[config.mk]
export PLATFORM = sky130hd
export DESIGN_NAME = fifo_periph_top
export DESIGN_NICKNAME = d
export VERILOG_FILES = /design/src/rtl/fifo_pkg.sv /design/src/rtl/fifo_ptr.sv /design/src/rtl/fifo_mem.sv /design/src/rtl/fifo_ctrl.sv /design/src/rtl/axil_fifo_port.sv /design/src/rtl/fifo_periph_top.sv
export SDC_FILE = /design/constraint.sdc
export NUM_CORES = 1
export LEC_CHECK = 0
export BUFFER_PORTS_ARGS = -buffer_cell sky130_fd_sc_hd__buf_2
export CELL_PAD_IN_SITES_DETAIL_PLACEMENT = 2
export CELL_PAD_IN_SITES_GLOBAL_PLACEMENT = 2
export CORE_AREA = 2 2 160 162
export DETAILED_ROUTE_END_ITERATION = 8
export DIE_AREA = 0 0 162 164
export PLACE_DENSITY_LB_ADDON = 0.1
export SLEW_MARGIN = 20
export SYNTH_ARGS = -nofsm -noshare
export SYNTH_HDL_FRONTEND = slang
export SYNTH_SLANG_ARGS = --single-unit
[constraint.sdc]
create_clock -name clk -period 7.4 [get_ports clk]
set_input_delay 1.48 -clock clk [delete_from_list [all_inputs] [get_ports clk]]
set_output_delay 1.48 -clock clk [all_outputs]
set_load 0.02 [all_outputs]
[src/rtl/fifo_pkg.sv]
`default_nettype none

package fifo_pkg;

   localparam int DATA_W = 32;   // AXI4-Lite data bus width.

   // register offsets on the slave port.
   typedef enum logic [3:0] {
      REG_DATA   = 4'h0,
      REG_STATUS = 4'h4,
      REG_CTRL   = 4'h8
   } reg_addr_e;

   typedef enum logic [1:0] {
      ST_EMPTY       = 2'b00,
      ST_GOING_FULL  = 2'b01,
      ST_FULL        = 2'b11,
      ST_GOING_EMPTY = 2'b10
   } fifo_state_e;

   typedef struct packed {
      logic push_req;
      logic pop_req;
      logic flush_req;
   } fifo_req_t;

   typedef struct packed {
      logic push_en;
      logic pop_en;
      logic empty;
      logic full;
      logic err;
   } fifo_stat_t;

   typedef enum logic [1:0] {
      RESP_OKAY   = 2'b00,
      RESP_SLVERR = 2'b10
   } resp_e;

endpackage

`default_nettype wire

[src/rtl/fifo_ptr.sv]
`default_nettype none
`timescale 1ns/100ps

module fifo_ptr #(
   parameter int ADDR_W = 3
) (
   input  logic              clk,
   input  logic              rst_n,
   input  logic              en,
   input  logic              clr,
   output logic [ADDR_W-1:0] ptr
);

   logic [ADDR_W-1:0] ptr_nxt;

   always_comb begin
      ptr_nxt = ptr;
      if (clr) begin
         ptr_nxt = '0;                // clear wins over a step.
      end else if (en) begin
         ptr_nxt = ptr + 1'b1;        // wraps at the depth by itself.
      end
   end

   always_ff @(posedge clk or negedge rst_n) begin
      if (!rst_n) begin
         ptr <= '0;
      end else begin
         ptr <= ptr_nxt;
      end
   end

   // the controller must not grant a push or pop in a clearing cycle.
   a_clr_en_excl: assert property (
      @(posedge clk) disable iff (!rst_n)
      !(clr && en)
   );

endmodule

`default_nettype wire

[src/rtl/fifo_mem.sv]
`default_nettype none
`timescale 1ns/100ps

module fifo_mem #(
   parameter int ADDR_W = 3
) (
   input  logic                        clk,
   input  logic                        wr_en,
   input  logic [ADDR_W-1:0]           wr_addr,
   input  logic [fifo_pkg::DATA_W-1:0] wr_data,
   input  logic [ADDR_W-1:0]           rd_addr,
   output logic [fifo_pkg::DATA_W-1:0] rd_data
);

   import fifo_pkg::*;

   localparam int DEPTH = 2 ** ADDR_W;

   logic [DATA_W-1:0] mem [DEPTH];

   always_ff @(posedge clk) begin
      if (wr_en) begin
         mem[wr_addr] <= wr_data;
      end
   end

   assign rd_data = mem[rd_addr];  // head entry, seen before the pop lands.

endmodule

`default_nettype wire

[src/rtl/fifo_ctrl.sv]
`default_nettype none
`timescale 1ns/100ps

module fifo_ctrl #(
   parameter int ADDR_W = 3
) (
   input  logic                 clk,
   input  logic                 rst_n,
   input  fifo_pkg::fifo_req_t  req,
   input  logic [ADDR_W-1:0]    wr_ptr,
   input  logic [ADDR_W-1:0]    rd_ptr,
   output fifo_pkg::fifo_stat_t stat,
   output logic                 ptr_clr
);

   import fifo_pkg::*;

   fifo_state_e       state;
   fifo_state_e       state_nxt;
   logic              ptr_eq;
   logic [ADDR_W-1:0] wr_ptr_inc;
   logic [ADDR_W-1:0] rd_ptr_inc;

   assign ptr_eq     = (wr_ptr == rd_ptr);
   assign wr_ptr_inc = wr_ptr + 1'b1;
   assign rd_ptr_inc = rd_ptr + 1'b1;

   always_comb begin
      stat      = '0;
      ptr_clr   = 1'b0;
      state_nxt = state;

      // equal pointers mean empty or full, and the state tells which.
      case (state)
         ST_EMPTY: begin
            stat.empty = ptr_eq;
         end
         ST_FULL: begin
            stat.full = ptr_eq;
         end
         ST_GOING_FULL, ST_GOING_EMPTY: begin
            stat.empty = 1'b0;
         end
         default: begin
            stat.err = 1'b1;
            ptr_clr  = 1'b1;
         end
      endcase

      if (req.flush_req) begin
         ptr_clr = 1'b1;
      end

      stat.push_en = req.push_req & ~stat.full & ~ptr_clr;  // no grants while clearing.
      stat.pop_en  = req.pop_req & ~stat.empty & ~ptr_clr;

      if (ptr_clr) begin
         state_nxt = ST_EMPTY;
      end else if (stat.push_en && !stat.pop_en) begin
         state_nxt = (wr_ptr_inc == rd_ptr) ? ST_FULL : ST_GOING_FULL;
      end else if (stat.pop_en && !stat.push_en) begin
         state_nxt = (rd_ptr_inc == wr_ptr) ? ST_EMPTY : ST_GOING_EMPTY;
      end
   end

   always_ff @(posedge clk or negedge rst_n) begin
      if (!rst_n) begin
         state <= ST_EMPTY;
      end else begin
         state <= state_nxt;
      end
   end

   a_no_push_full: assert property (
      @(posedge clk) disable iff (!rst_n)
      stat.full |-> !stat.push_en
   );

   a_no_pop_empty: assert property (
      @(posedge clk) disable iff (!rst_n)
      stat.empty |-> !stat.pop_en
   );

   a_full_xor_empty: assert property (
      @(posedge clk) disable iff (!rst_n)
      !(stat.full && stat.empty)
   );

   // Recovery from a bad state lands empty with both counters cleared.
   a_err_recover: assert property (
      @(posedge clk) disable iff (!rst_n)
      stat.err |=> (state == ST_EMPTY) && (wr_ptr == rd_ptr)
   );

endmodule

`default_nettype wire

[src/rtl/axil_fifo_port.sv]
`default_nettype none
`timescale 1ns/100ps

module axil_fifo_port #(
   parameter int ADDR_W = 3
) (
   input  logic                        clk,
   input  logic                        rst_n,
   input  logic [3:0]                  awaddr,
   input  logic                        awvalid,
   output logic                        awready,
   input  logic [fifo_pkg::DATA_W-1:0] wdata,
   input  logic                        wvalid,
   output logic                        wready,
   output logic                        bvalid,
   output logic [1:0]                  bresp,
   input  logic                        bready,
   input  logic [3:0]                  araddr,
   input  logic                        arvalid,
   output logic                        arready,
   output logic [fifo_pkg::DATA_W-1:0] rdata,
   output logic [1:0]                  rresp,
   output logic                        rvalid,
   input  logic                        rready,
   output fifo_pkg::fifo_req_t         req,
   output logic [fifo_pkg::DATA_W-1:0] wr_data,
   input  fifo_pkg::fifo_stat_t        stat,
   input  logic [ADDR_W-1:0]           wr_ptr,
   input  logic [ADDR_W-1:0]           rd_ptr,
   input  logic [fifo_pkg::DATA_W-1:0] head_data
);

   import fifo_pkg::*;

   localparam int DEPTH = 2 ** ADDR_W;

   logic              wr_acc;
   logic              rd_acc;
   logic [ADDR_W:0]   level;
   logic [DATA_W-1:0] status_word;
   logic [DATA_W-1:0] rd_word;
   resp_e             wr_resp;
   resp_e             rd_resp;

   // a response still waiting on its ready blocks the next accept.
   assign wr_acc  = awvalid & wvalid & ~bvalid;
   assign rd_acc  = arvalid & ~rvalid;
   assign awready = wr_acc;
   assign wready  = wr_acc;
   assign arready = rd_acc;
   assign wr_data = wdata;

   assign req.push_req  = wr_acc & (awaddr == REG_DATA);
   assign req.flush_req = wr_acc & (awaddr == REG_CTRL) & wdata[0];
   assign req.pop_req   = rd_acc & (araddr == REG_DATA);

   // equal pointers read as zero, so a full FIFO reports the depth instead.
   assign level = stat.full ? (ADDR_W + 1)'(DEPTH) : {1'b0, wr_ptr - rd_ptr};

   always_comb begin
      status_word       = '0;
      status_word[0]    = stat.empty;
      status_word[1]    = stat.full;
      status_word[2]    = stat.err;
      status_word[15:8] = 8'(level);
   end

   always_comb begin
      case (awaddr)
         REG_DATA: wr_resp = stat.push_en ? RESP_OKAY : RESP_SLVERR;
         REG_CTRL: wr_resp = RESP_OKAY;
         default:  wr_resp = RESP_SLVERR;  // status is read only.
      endcase
   end

   always_comb begin
      rd_word = '0;
      rd_resp = RESP_OKAY;
      case (araddr)
         REG_DATA: begin
            if (stat.pop_en) begin
               rd_word = head_data;
            end else begin
               rd_resp = RESP_SLVERR;   // refused pop returns zero.
            end
         end
         REG_STATUS: begin
            rd_word = status_word;
         end
         REG_CTRL: begin
            rd_word = '0;
         end
         default: begin
            rd_resp = RESP_SLVERR;
         end
      endcase
   end

   always_ff @(posedge clk or negedge rst_n) begin
      if (!rst_n) begin
         bvalid <= 1'b0;
         rvalid <= 1'b0;
      end else begin
         if (wr_acc) begin
            bvalid <= 1'b1;
         end else if (bready) begin
            bvalid <= 1'b0;
         end
         if (rd_acc) begin
            rvalid <= 1'b1;
         end else if (rready) begin
            rvalid <= 1'b0;
         end
      end
   end

   always_ff @(posedge clk) begin
      if (wr_acc) begin
         bresp <= wr_resp;
      end
      if (rd_acc) begin
         rdata <= rd_word;
         rresp <= rd_resp;
      end
   end

   a_b_hold: assert property (
      @(posedge clk) disable iff (!rst_n)
      bvalid && !bready |=> bvalid && $stable(bresp)
   );

   a_r_hold: assert property (
      @(posedge clk) disable iff (!rst_n)
      rvalid && !rready |=> rvalid && $stable(rdata) && $stable(rresp)
   );

endmodule

`default_nettype wire

[src/rtl/fifo_periph_top.sv]
`default_nettype none
`timescale 1ns/100ps

module fifo_periph_top #(
   parameter int ADDR_W = 3
) (
   input  logic                        clk,
   input  logic                        rst_n,
   input  logic [3:0]                  awaddr,
   input  logic                        awvalid,
   output logic                        awready,
   input  logic [fifo_pkg::DATA_W-1:0] wdata,
   input  logic                        wvalid,
   output logic                        wready,
   output logic                        bvalid,
   output logic [1:0]                  bresp,
   input  logic                        bready,
   input  logic [3:0]                  araddr,
   input  logic                        arvalid,
   output logic                        arready,
   output logic [fifo_pkg::DATA_W-1:0] rdata,
   output logic [1:0]                  rresp,
   output logic                        rvalid,
   input  logic                        rready
);

   import fifo_pkg::*;

   fifo_req_t         req;
   fifo_stat_t        stat;
   logic              ptr_clr;
   logic [ADDR_W-1:0] wr_ptr;
   logic [ADDR_W-1:0] rd_ptr;
   logic [DATA_W-1:0] wr_data;
   logic [DATA_W-1:0] head_data;

   axil_fifo_port #(.ADDR_W(ADDR_W)) port_i (
      .clk       (clk),
      .rst_n     (rst_n),
      .awaddr    (awaddr),
      .awvalid   (awvalid),
      .awready   (awready),
      .wdata     (wdata),
      .wvalid    (wvalid),
      .wready    (wready),
      .bvalid    (bvalid),
      .bresp     (bresp),
      .bready    (bready),
      .araddr    (araddr),
      .arvalid   (arvalid),
      .arready   (arready),
      .rdata     (rdata),
      .rresp     (rresp),
      .rvalid    (rvalid),
      .rready    (rready),
      .req       (req),
      .wr_data   (wr_data),
      .stat      (stat),
      .wr_ptr    (wr_ptr),
      .rd_ptr    (rd_ptr),
      .head_data (head_data)
   );

   fifo_ctrl #(.ADDR_W(ADDR_W)) ctrl_i (
      .clk     (clk),
      .rst_n   (rst_n),
      .req     (req),
      .wr_ptr  (wr_ptr),
      .rd_ptr  (rd_ptr),
      .stat    (stat),
      .ptr_clr (ptr_clr)
   );

   fifo_ptr #(.ADDR_W(ADDR_W)) wr_ptr_i (
      .clk   (clk),
      .rst_n (rst_n),
      .en    (stat.push_en),
      .clr   (ptr_clr),
      .ptr   (wr_ptr)
   );

   fifo_ptr #(.ADDR_W(ADDR_W)) rd_ptr_i (
      .clk   (clk),
      .rst_n (rst_n),
      .en    (stat.pop_en),
      .clr   (ptr_clr),
      .ptr   (rd_ptr)
   );

   fifo_mem #(.ADDR_W(ADDR_W)) mem_i (
      .clk     (clk),
      .wr_en   (stat.push_en),
      .wr_addr (wr_ptr),
      .wr_data (wr_data),
      .rd_addr (rd_ptr),
      .rd_data (head_data)
   );

endmodule

`default_nettype wire

==> metrics.txt <==
# TYPE chip_impl_metric gauge
chip_impl_metric{name="achievable-frequency",unit="MHz"} 242.7
chip_impl_info{name="root_buffer",value="sky130_fd_sc_hd__clkbuf_16"} 1
chip_impl_info{name="cell_chain_critical_path",value="buf_4 > inv_1 > ha_1 > nand2_1 > nor3_2 > or3_1 > inv_2 > and4_2"} 1
chip_impl_metric{name="wl_met3",unit="µm"} 980
chip_impl_metric{name="proportion_of_register_bits_with_asynchronous_set_or_reset_after_synthesis",unit=""} 0.03333
chip_impl_metric{name="largest_net_degree_at_the_start_of_global_routing",unit=""} 69
chip_impl_metric{name="timing.final.setup_violations",unit=""} 0
chip_impl_metric{name="total_die_area",unit="µm²"} 26570
chip_impl_metric{name="gr-total-overflow",unit=""} 0
chip_impl_metric{name="power.density",unit="nW/µm²"} 293.2
chip_impl_metric{name="cts-resized-gates",unit=""} 0
chip_impl_metric{name="vias_per_cell",unit=""} 5.589
chip_impl_metric{name="io_buffers",unit=""} 85
chip_impl_metric{name="holdPathStages",unit=""} 1
chip_impl_metric{name="design.final.nets",unit=""} 690
chip_impl_metric{name="clkSlewWorstSetupHoldPaths",unit="ns"} 0.06
chip_impl_info{name="worstSetupPathType",value="reg2reg"} 1
chip_impl_metric{name="synth_edf_count",unit=""} 290
chip_impl_metric{name="timing.critical_path.fanout_max",unit=""} 68
chip_impl_metric{name="signed_area_change_from_the_synthesized_netlist_to_the_final_layout",unit="%"} 15.42
chip_impl_info{name="hold_path_startpoint",value="port_i.bvalid"} 1
chip_impl_metric{name="syn-instance-count",unit=""} 534
chip_impl_metric{name="postCtsHoldBufs",unit=""} 0
chip_impl_metric{name="tritoncts.num_buffers",unit=""} 31
chip_impl_metric{name="antenna_found_initial",unit=""} 0
chip_impl_metric{name="worst-endpoint-required",unit="ns"} 7.56
chip_impl_metric{name="drtAntennaViolNets",unit=""} 0
chip_impl_metric{name="synth-warning-count",unit=""} 0
chip_impl_metric{name="synth-adder-area-share",unit=""} 0.007153
chip_impl_metric{name="dp.cells",unit=""} 933
chip_impl_metric{name="first_global_vias",unit=""} 6345
chip_impl_metric{name="switching_part_of_the_total",unit=""} 0.2410
chip_impl_metric{name="reg2regPathDepth",unit=""} 8
chip_impl_info{name="worst_hold_path.endpoint",value="port_i.bvalid"} 1
chip_impl_metric{name="detailroute.wirelength.met2",unit="µm"} 14670
chip_impl_metric{name="pwr-share-clk",unit=""} 0.363
chip_impl_metric{name="route.layer.met1.wl",unit="µm"} 11200
chip_impl_metric{name="placement_rows",unit=""} 58
chip_impl_metric{name="worst_hold_margin",unit="ns"} 0.5107
chip_impl_metric{name="final_layout_size_suffix_gt1_frac",unit=""} 0.3313
chip_impl_metric{name="cellInternalPower",unit="µW"} 2965
chip_impl_metric{name="max_slew.worst_pin.slew",unit="ns"} 1.056
chip_impl_metric{name="initial_utilization",unit=""} 0.4652
chip_impl_info{name="worst_r2r_startpoint",value="rd_ptr_i.ptr[1]"} 1
chip_impl_info{name="synth_top_area_cell",value="sky130_fd_sc_hd__edfxtp_1"} 1
chip_impl_metric{name="die_h",unit="µm"} 164
chip_impl_metric{name="cts-root-to-sink-buffers",unit=""} 3
chip_impl_metric{name="period_needed",unit="ns"} 4.120
chip_impl_metric{name="drc",unit=""} 0
chip_impl_metric{name="cp_data_arrival_time",unit="ns"} 4.28
chip_impl_metric{name="headroom_to_the_max_slew_limit",unit=""} 0.2960
chip_impl_metric{name="synth-seq-cells",unit=""} 300
chip_impl_metric{name="maxCapViolCount",unit=""} 0
chip_impl_info{name="post_synth_most_frequent_cells",value="290 x sky130_fd_sc_hd__edfxtp_1, 64 x sky130_fd_sc_hd__mux4_2, 35 x sky130_fd_sc_hd__mux2i_1"} 1
chip_impl_metric{name="synth_area",unit="µm²"} 11540
chip_impl_info{name="highest-signal-layer",value="met4"} 1
chip_impl_metric{name="syn_area_per_cell",unit="µm²"} 21.62
chip_impl_metric{name="gr-usage-all-layers",unit=""} 0.2112
chip_impl_metric{name="cp_slowest_stage_delay",unit="ns"} 0.97
chip_impl_info{name="critical_path.startpoint_type",value="register"} 1
chip_impl_metric{name="final.period_utilization",unit=""} 0.5568
chip_impl_metric{name="globalplace.congestion",unit=""} 0.7116
chip_impl_metric{name="synthDominantCellAreaShare",unit=""} 0.7543
chip_impl_metric{name="combinationalPowerShare",unit=""} 0.142
chip_impl_metric{name="dp.final_hpwl",unit="µm"} 15850
chip_impl_info{name="run_status",value="finished clean"} 1
chip_impl_info{name="cts_tree",value="yes"} 1
chip_impl_metric{name="routed_wirelength",unit="µm"} 27240
chip_impl_metric{name="cts_setup_buffers",unit=""} 0
chip_impl_metric{name="drt_pre_antenna_iters",unit=""} 4
chip_impl_metric{name="floorplan.core_area",unit="µm²"} 24820
chip_impl_info{name="timing.rr.end",value="mem_i.mem[6][3]"} 1
chip_impl_info{name="cp_slowest_cell",value="sky130_fd_sc_hd__and4_2"} 1
chip_impl_metric{name="avgRoutedWirePerCell",unit="µm"} 27.49
chip_impl_metric{name="grt_first_pass_wirelength",unit="µm"} 41010
chip_impl_metric{name="sequential_element_share_of_the_synthesized_area",unit=""} 0.7760
chip_impl_info{name="synth_top_family_by_area",value="multiplexers"} 1
chip_impl_info{name="unrepaired_setup_endpoints_after_global_routing",value="no"} 1
chip_impl_metric{name="vdd.ir_drop.worst",unit="mV"} 0.2104
chip_impl_info{name="postSynth.topFlopCell",value="sky130_fd_sc_hd__edfxtp_1"} 1
chip_impl_metric{name="yosys.area_share.xor_xnor",unit=""} 0.006936
chip_impl_metric{name="fin_util",unit=""} 0.5369
chip_impl_info{name="worst_hold_path_type",value="reg2reg"} 1
chip_impl_metric{name="yosysUniqueCellTypes",unit=""} 43
chip_impl_metric{name="synth.area.mux_share",unit=""} 0.1552
chip_impl_metric{name="netSwitchingPower",unit="µW"} 941.4
chip_impl_metric{name="synth_simple_gate_area_share",unit=""} 0.02634
chip_impl_metric{name="worstSkewPairLatency",unit="ns"} 0.56
chip_impl_metric{name="timing.clock.skew",unit="ns"} 0.01834
chip_impl_metric{name="fin_setup_tns",unit="ns"} 0
chip_impl_metric{name="setup_slack_on_the_worst_flop_to_flop_path",unit="ns"} 3.28
chip_impl_metric{name="detailedRoute.firstIterationViolations",unit=""} 345
chip_impl_metric{name="pins_over_slew_limit",unit=""} 0
chip_impl_metric{name="boundary_pins",unit=""} 88
chip_impl_metric{name="antenna_cells",unit=""} 0
chip_impl_metric{name="dr_total_vias",unit=""} 5539
chip_impl_metric{name="clock-sinks",unit=""} 300
chip_impl_info{name="critical_path.endpoint_type",value="register"} 1
chip_impl_metric{name="timing.final.hold_violations",unit=""} 0
chip_impl_metric{name="dieWidth",unit="µm"} 162
chip_impl_metric{name="power_frac_seq",unit=""} 0.495
chip_impl_metric{name="htree_num_levels",unit=""} 1
chip_impl_metric{name="cellLeakagePower",unit="µW"} 0.004313
chip_impl_info{name="synthMostInstantiatedCell",value="sky130_fd_sc_hd__edfxtp_1"} 1
chip_impl_info{name="synth_area_leaders",value="sky130_fd_sc_hd__edfxtp_1 75%, sky130_fd_sc_hd__mux4_2 12%, sky130_fd_sc_hd__mux2i_1 3.0%, sky130_fd_sc_hd__dfrtp_1 2.2%, sky130_fd_sc_hd__nor2_1 1.0%"} 1
chip_impl_metric{name="finalNonFillerCells",unit=""} 991
chip_impl_metric{name="synth-compound-area-share",unit=""} 0.01279
[through the flow]
step                setup slack (ns)  area (µm²)  power (µW)
global route                   2.995       13330        4047
detailed placement             2.967       12390        2528
floorplan                      1.224       11550        2379
CTS                            2.969       13300        3958
finish                         3.280       13330        3907
global placement               2.931       12390        2501
[worst max path at each step]
| stage | start | to | slack [ns] |
|---|---|---|---|
| after global placement | awaddr[1] | mem_i.mem[3][15] | 2.93 |
| after global routing | rd_ptr_i.ptr[1] | mem_i.mem[3][19] | 3.00 |
| final | rd_ptr_i.ptr[1] | mem_i.mem[6][3] | 3.28 |
| after floorplan | wvalid | mem_i.mem[4][0] | 1.22 |
| after detailed placement | arvalid | arready | 2.97 |
| after CTS | arvalid | arready | 2.97 |
[critical path: cells and delay by family (launching register included)]
| kind | cells | cell delay [ns] |
|---|---|---|
| adders and majority gates | 1 | 0.36 |
| and+or+nand+nor | 4 | 1.80 |
| buffers and inverters | 3 | 1.22 |
| DFF | 1 | 0.34 |
[power groups by stage]
stage / sequential [µW] / clock [µW] / combinational, µW
final: 1940 / 1420 / 554
after floorplan: 1950 / 0 / 427
after global placement: 1970 / 0 / 533
after detailed placement: 1970 / 0 / 556
after CTS: 1940 / 1460 / 566
after global routing: 1940 / 1510 / 600
[cells in the final DEF, fill, tap and decap left out, types with 2 or more instances in the layout]
cell,n
sky130_fd_sc_hd__a21oi_1,2
sky130_fd_sc_hd__buf_2,85
sky130_fd_sc_hd__buf_4,12
sky130_fd_sc_hd__clkbuf_1,7
sky130_fd_sc_hd__clkbuf_16,31
sky130_fd_sc_hd__clkinv_1,11
sky130_fd_sc_hd__clkinv_2,6
sky130_fd_sc_hd__conb_1,2
sky130_fd_sc_hd__dfrtp_1,7
sky130_fd_sc_hd__dfrtp_2,2
sky130_fd_sc_hd__edfxtp_1,290
sky130_fd_sc_hd__ha_1,5
sky130_fd_sc_hd__inv_1,8
sky130_fd_sc_hd__mux2i_1,35
sky130_fd_sc_hd__mux4_2,64
sky130_fd_sc_hd__nand2_1,7
sky130_fd_sc_hd__nand3_1,2
sky130_fd_sc_hd__nor2_1,32
sky130_fd_sc_hd__nor3_1,2
sky130_fd_sc_hd__nor3_2,2
sky130_fd_sc_hd__nor4_2,4
sky130_fd_sc_hd__o21ai_0,5
sky130_fd_sc_hd__o22ai_1,2
sky130_fd_sc_hd__o2bb2ai_1,2
sky130_fd_sc_hd__or3_1,3
sky130_fd_sc_hd__xnor2_1,2
sky130_fd_sc_hd__xor2_1,4
[per-layer routing]
| layer | vias to the layer above | global-route usage |
|---|---|---|
| met5 | - | 0 |
| met3 | 28 | 0.02929 |
| met1 | 2980 | 0.2684 |
| met2 | 124 | 0.3917 |
| met4 | 0 | 0.03982 |
| li1 | 2407 | - |
[state kept, by name (all words and copies together) (netlist names)]
name           cells
port_i.rresp       1
rd_ptr_i.ptr       3
port_i.rdata      32
mem_i.mem        256
wr_ptr_i.ptr       3
port_i.bvalid      1
port_i.bresp       1
port_i.rvalid      1
ctrl_i.state       2
[final cells by class]
cell class,instances,area [µm²]
clock buffers,38,802.0
well taps,330,412.9
fillers,2143,11490
flip-flops and latches,300,8965
inverters,9,33.78
multi-input cells,197,2466
clock inverters,19,110.1
repair buffers,98,535.5
[cells by family after synthesis]
group                    Yosys count
other                              1
flip-flops                       300
adder cells (fa/ha/maj)            6
buffers and inverters             38
XOR/XNOR                           7
AO/OA/AOI/OAI                     20
multiplexers                      99
AND/OR/NAND/NOR                   63
Power figures use the tool's default switching activity.
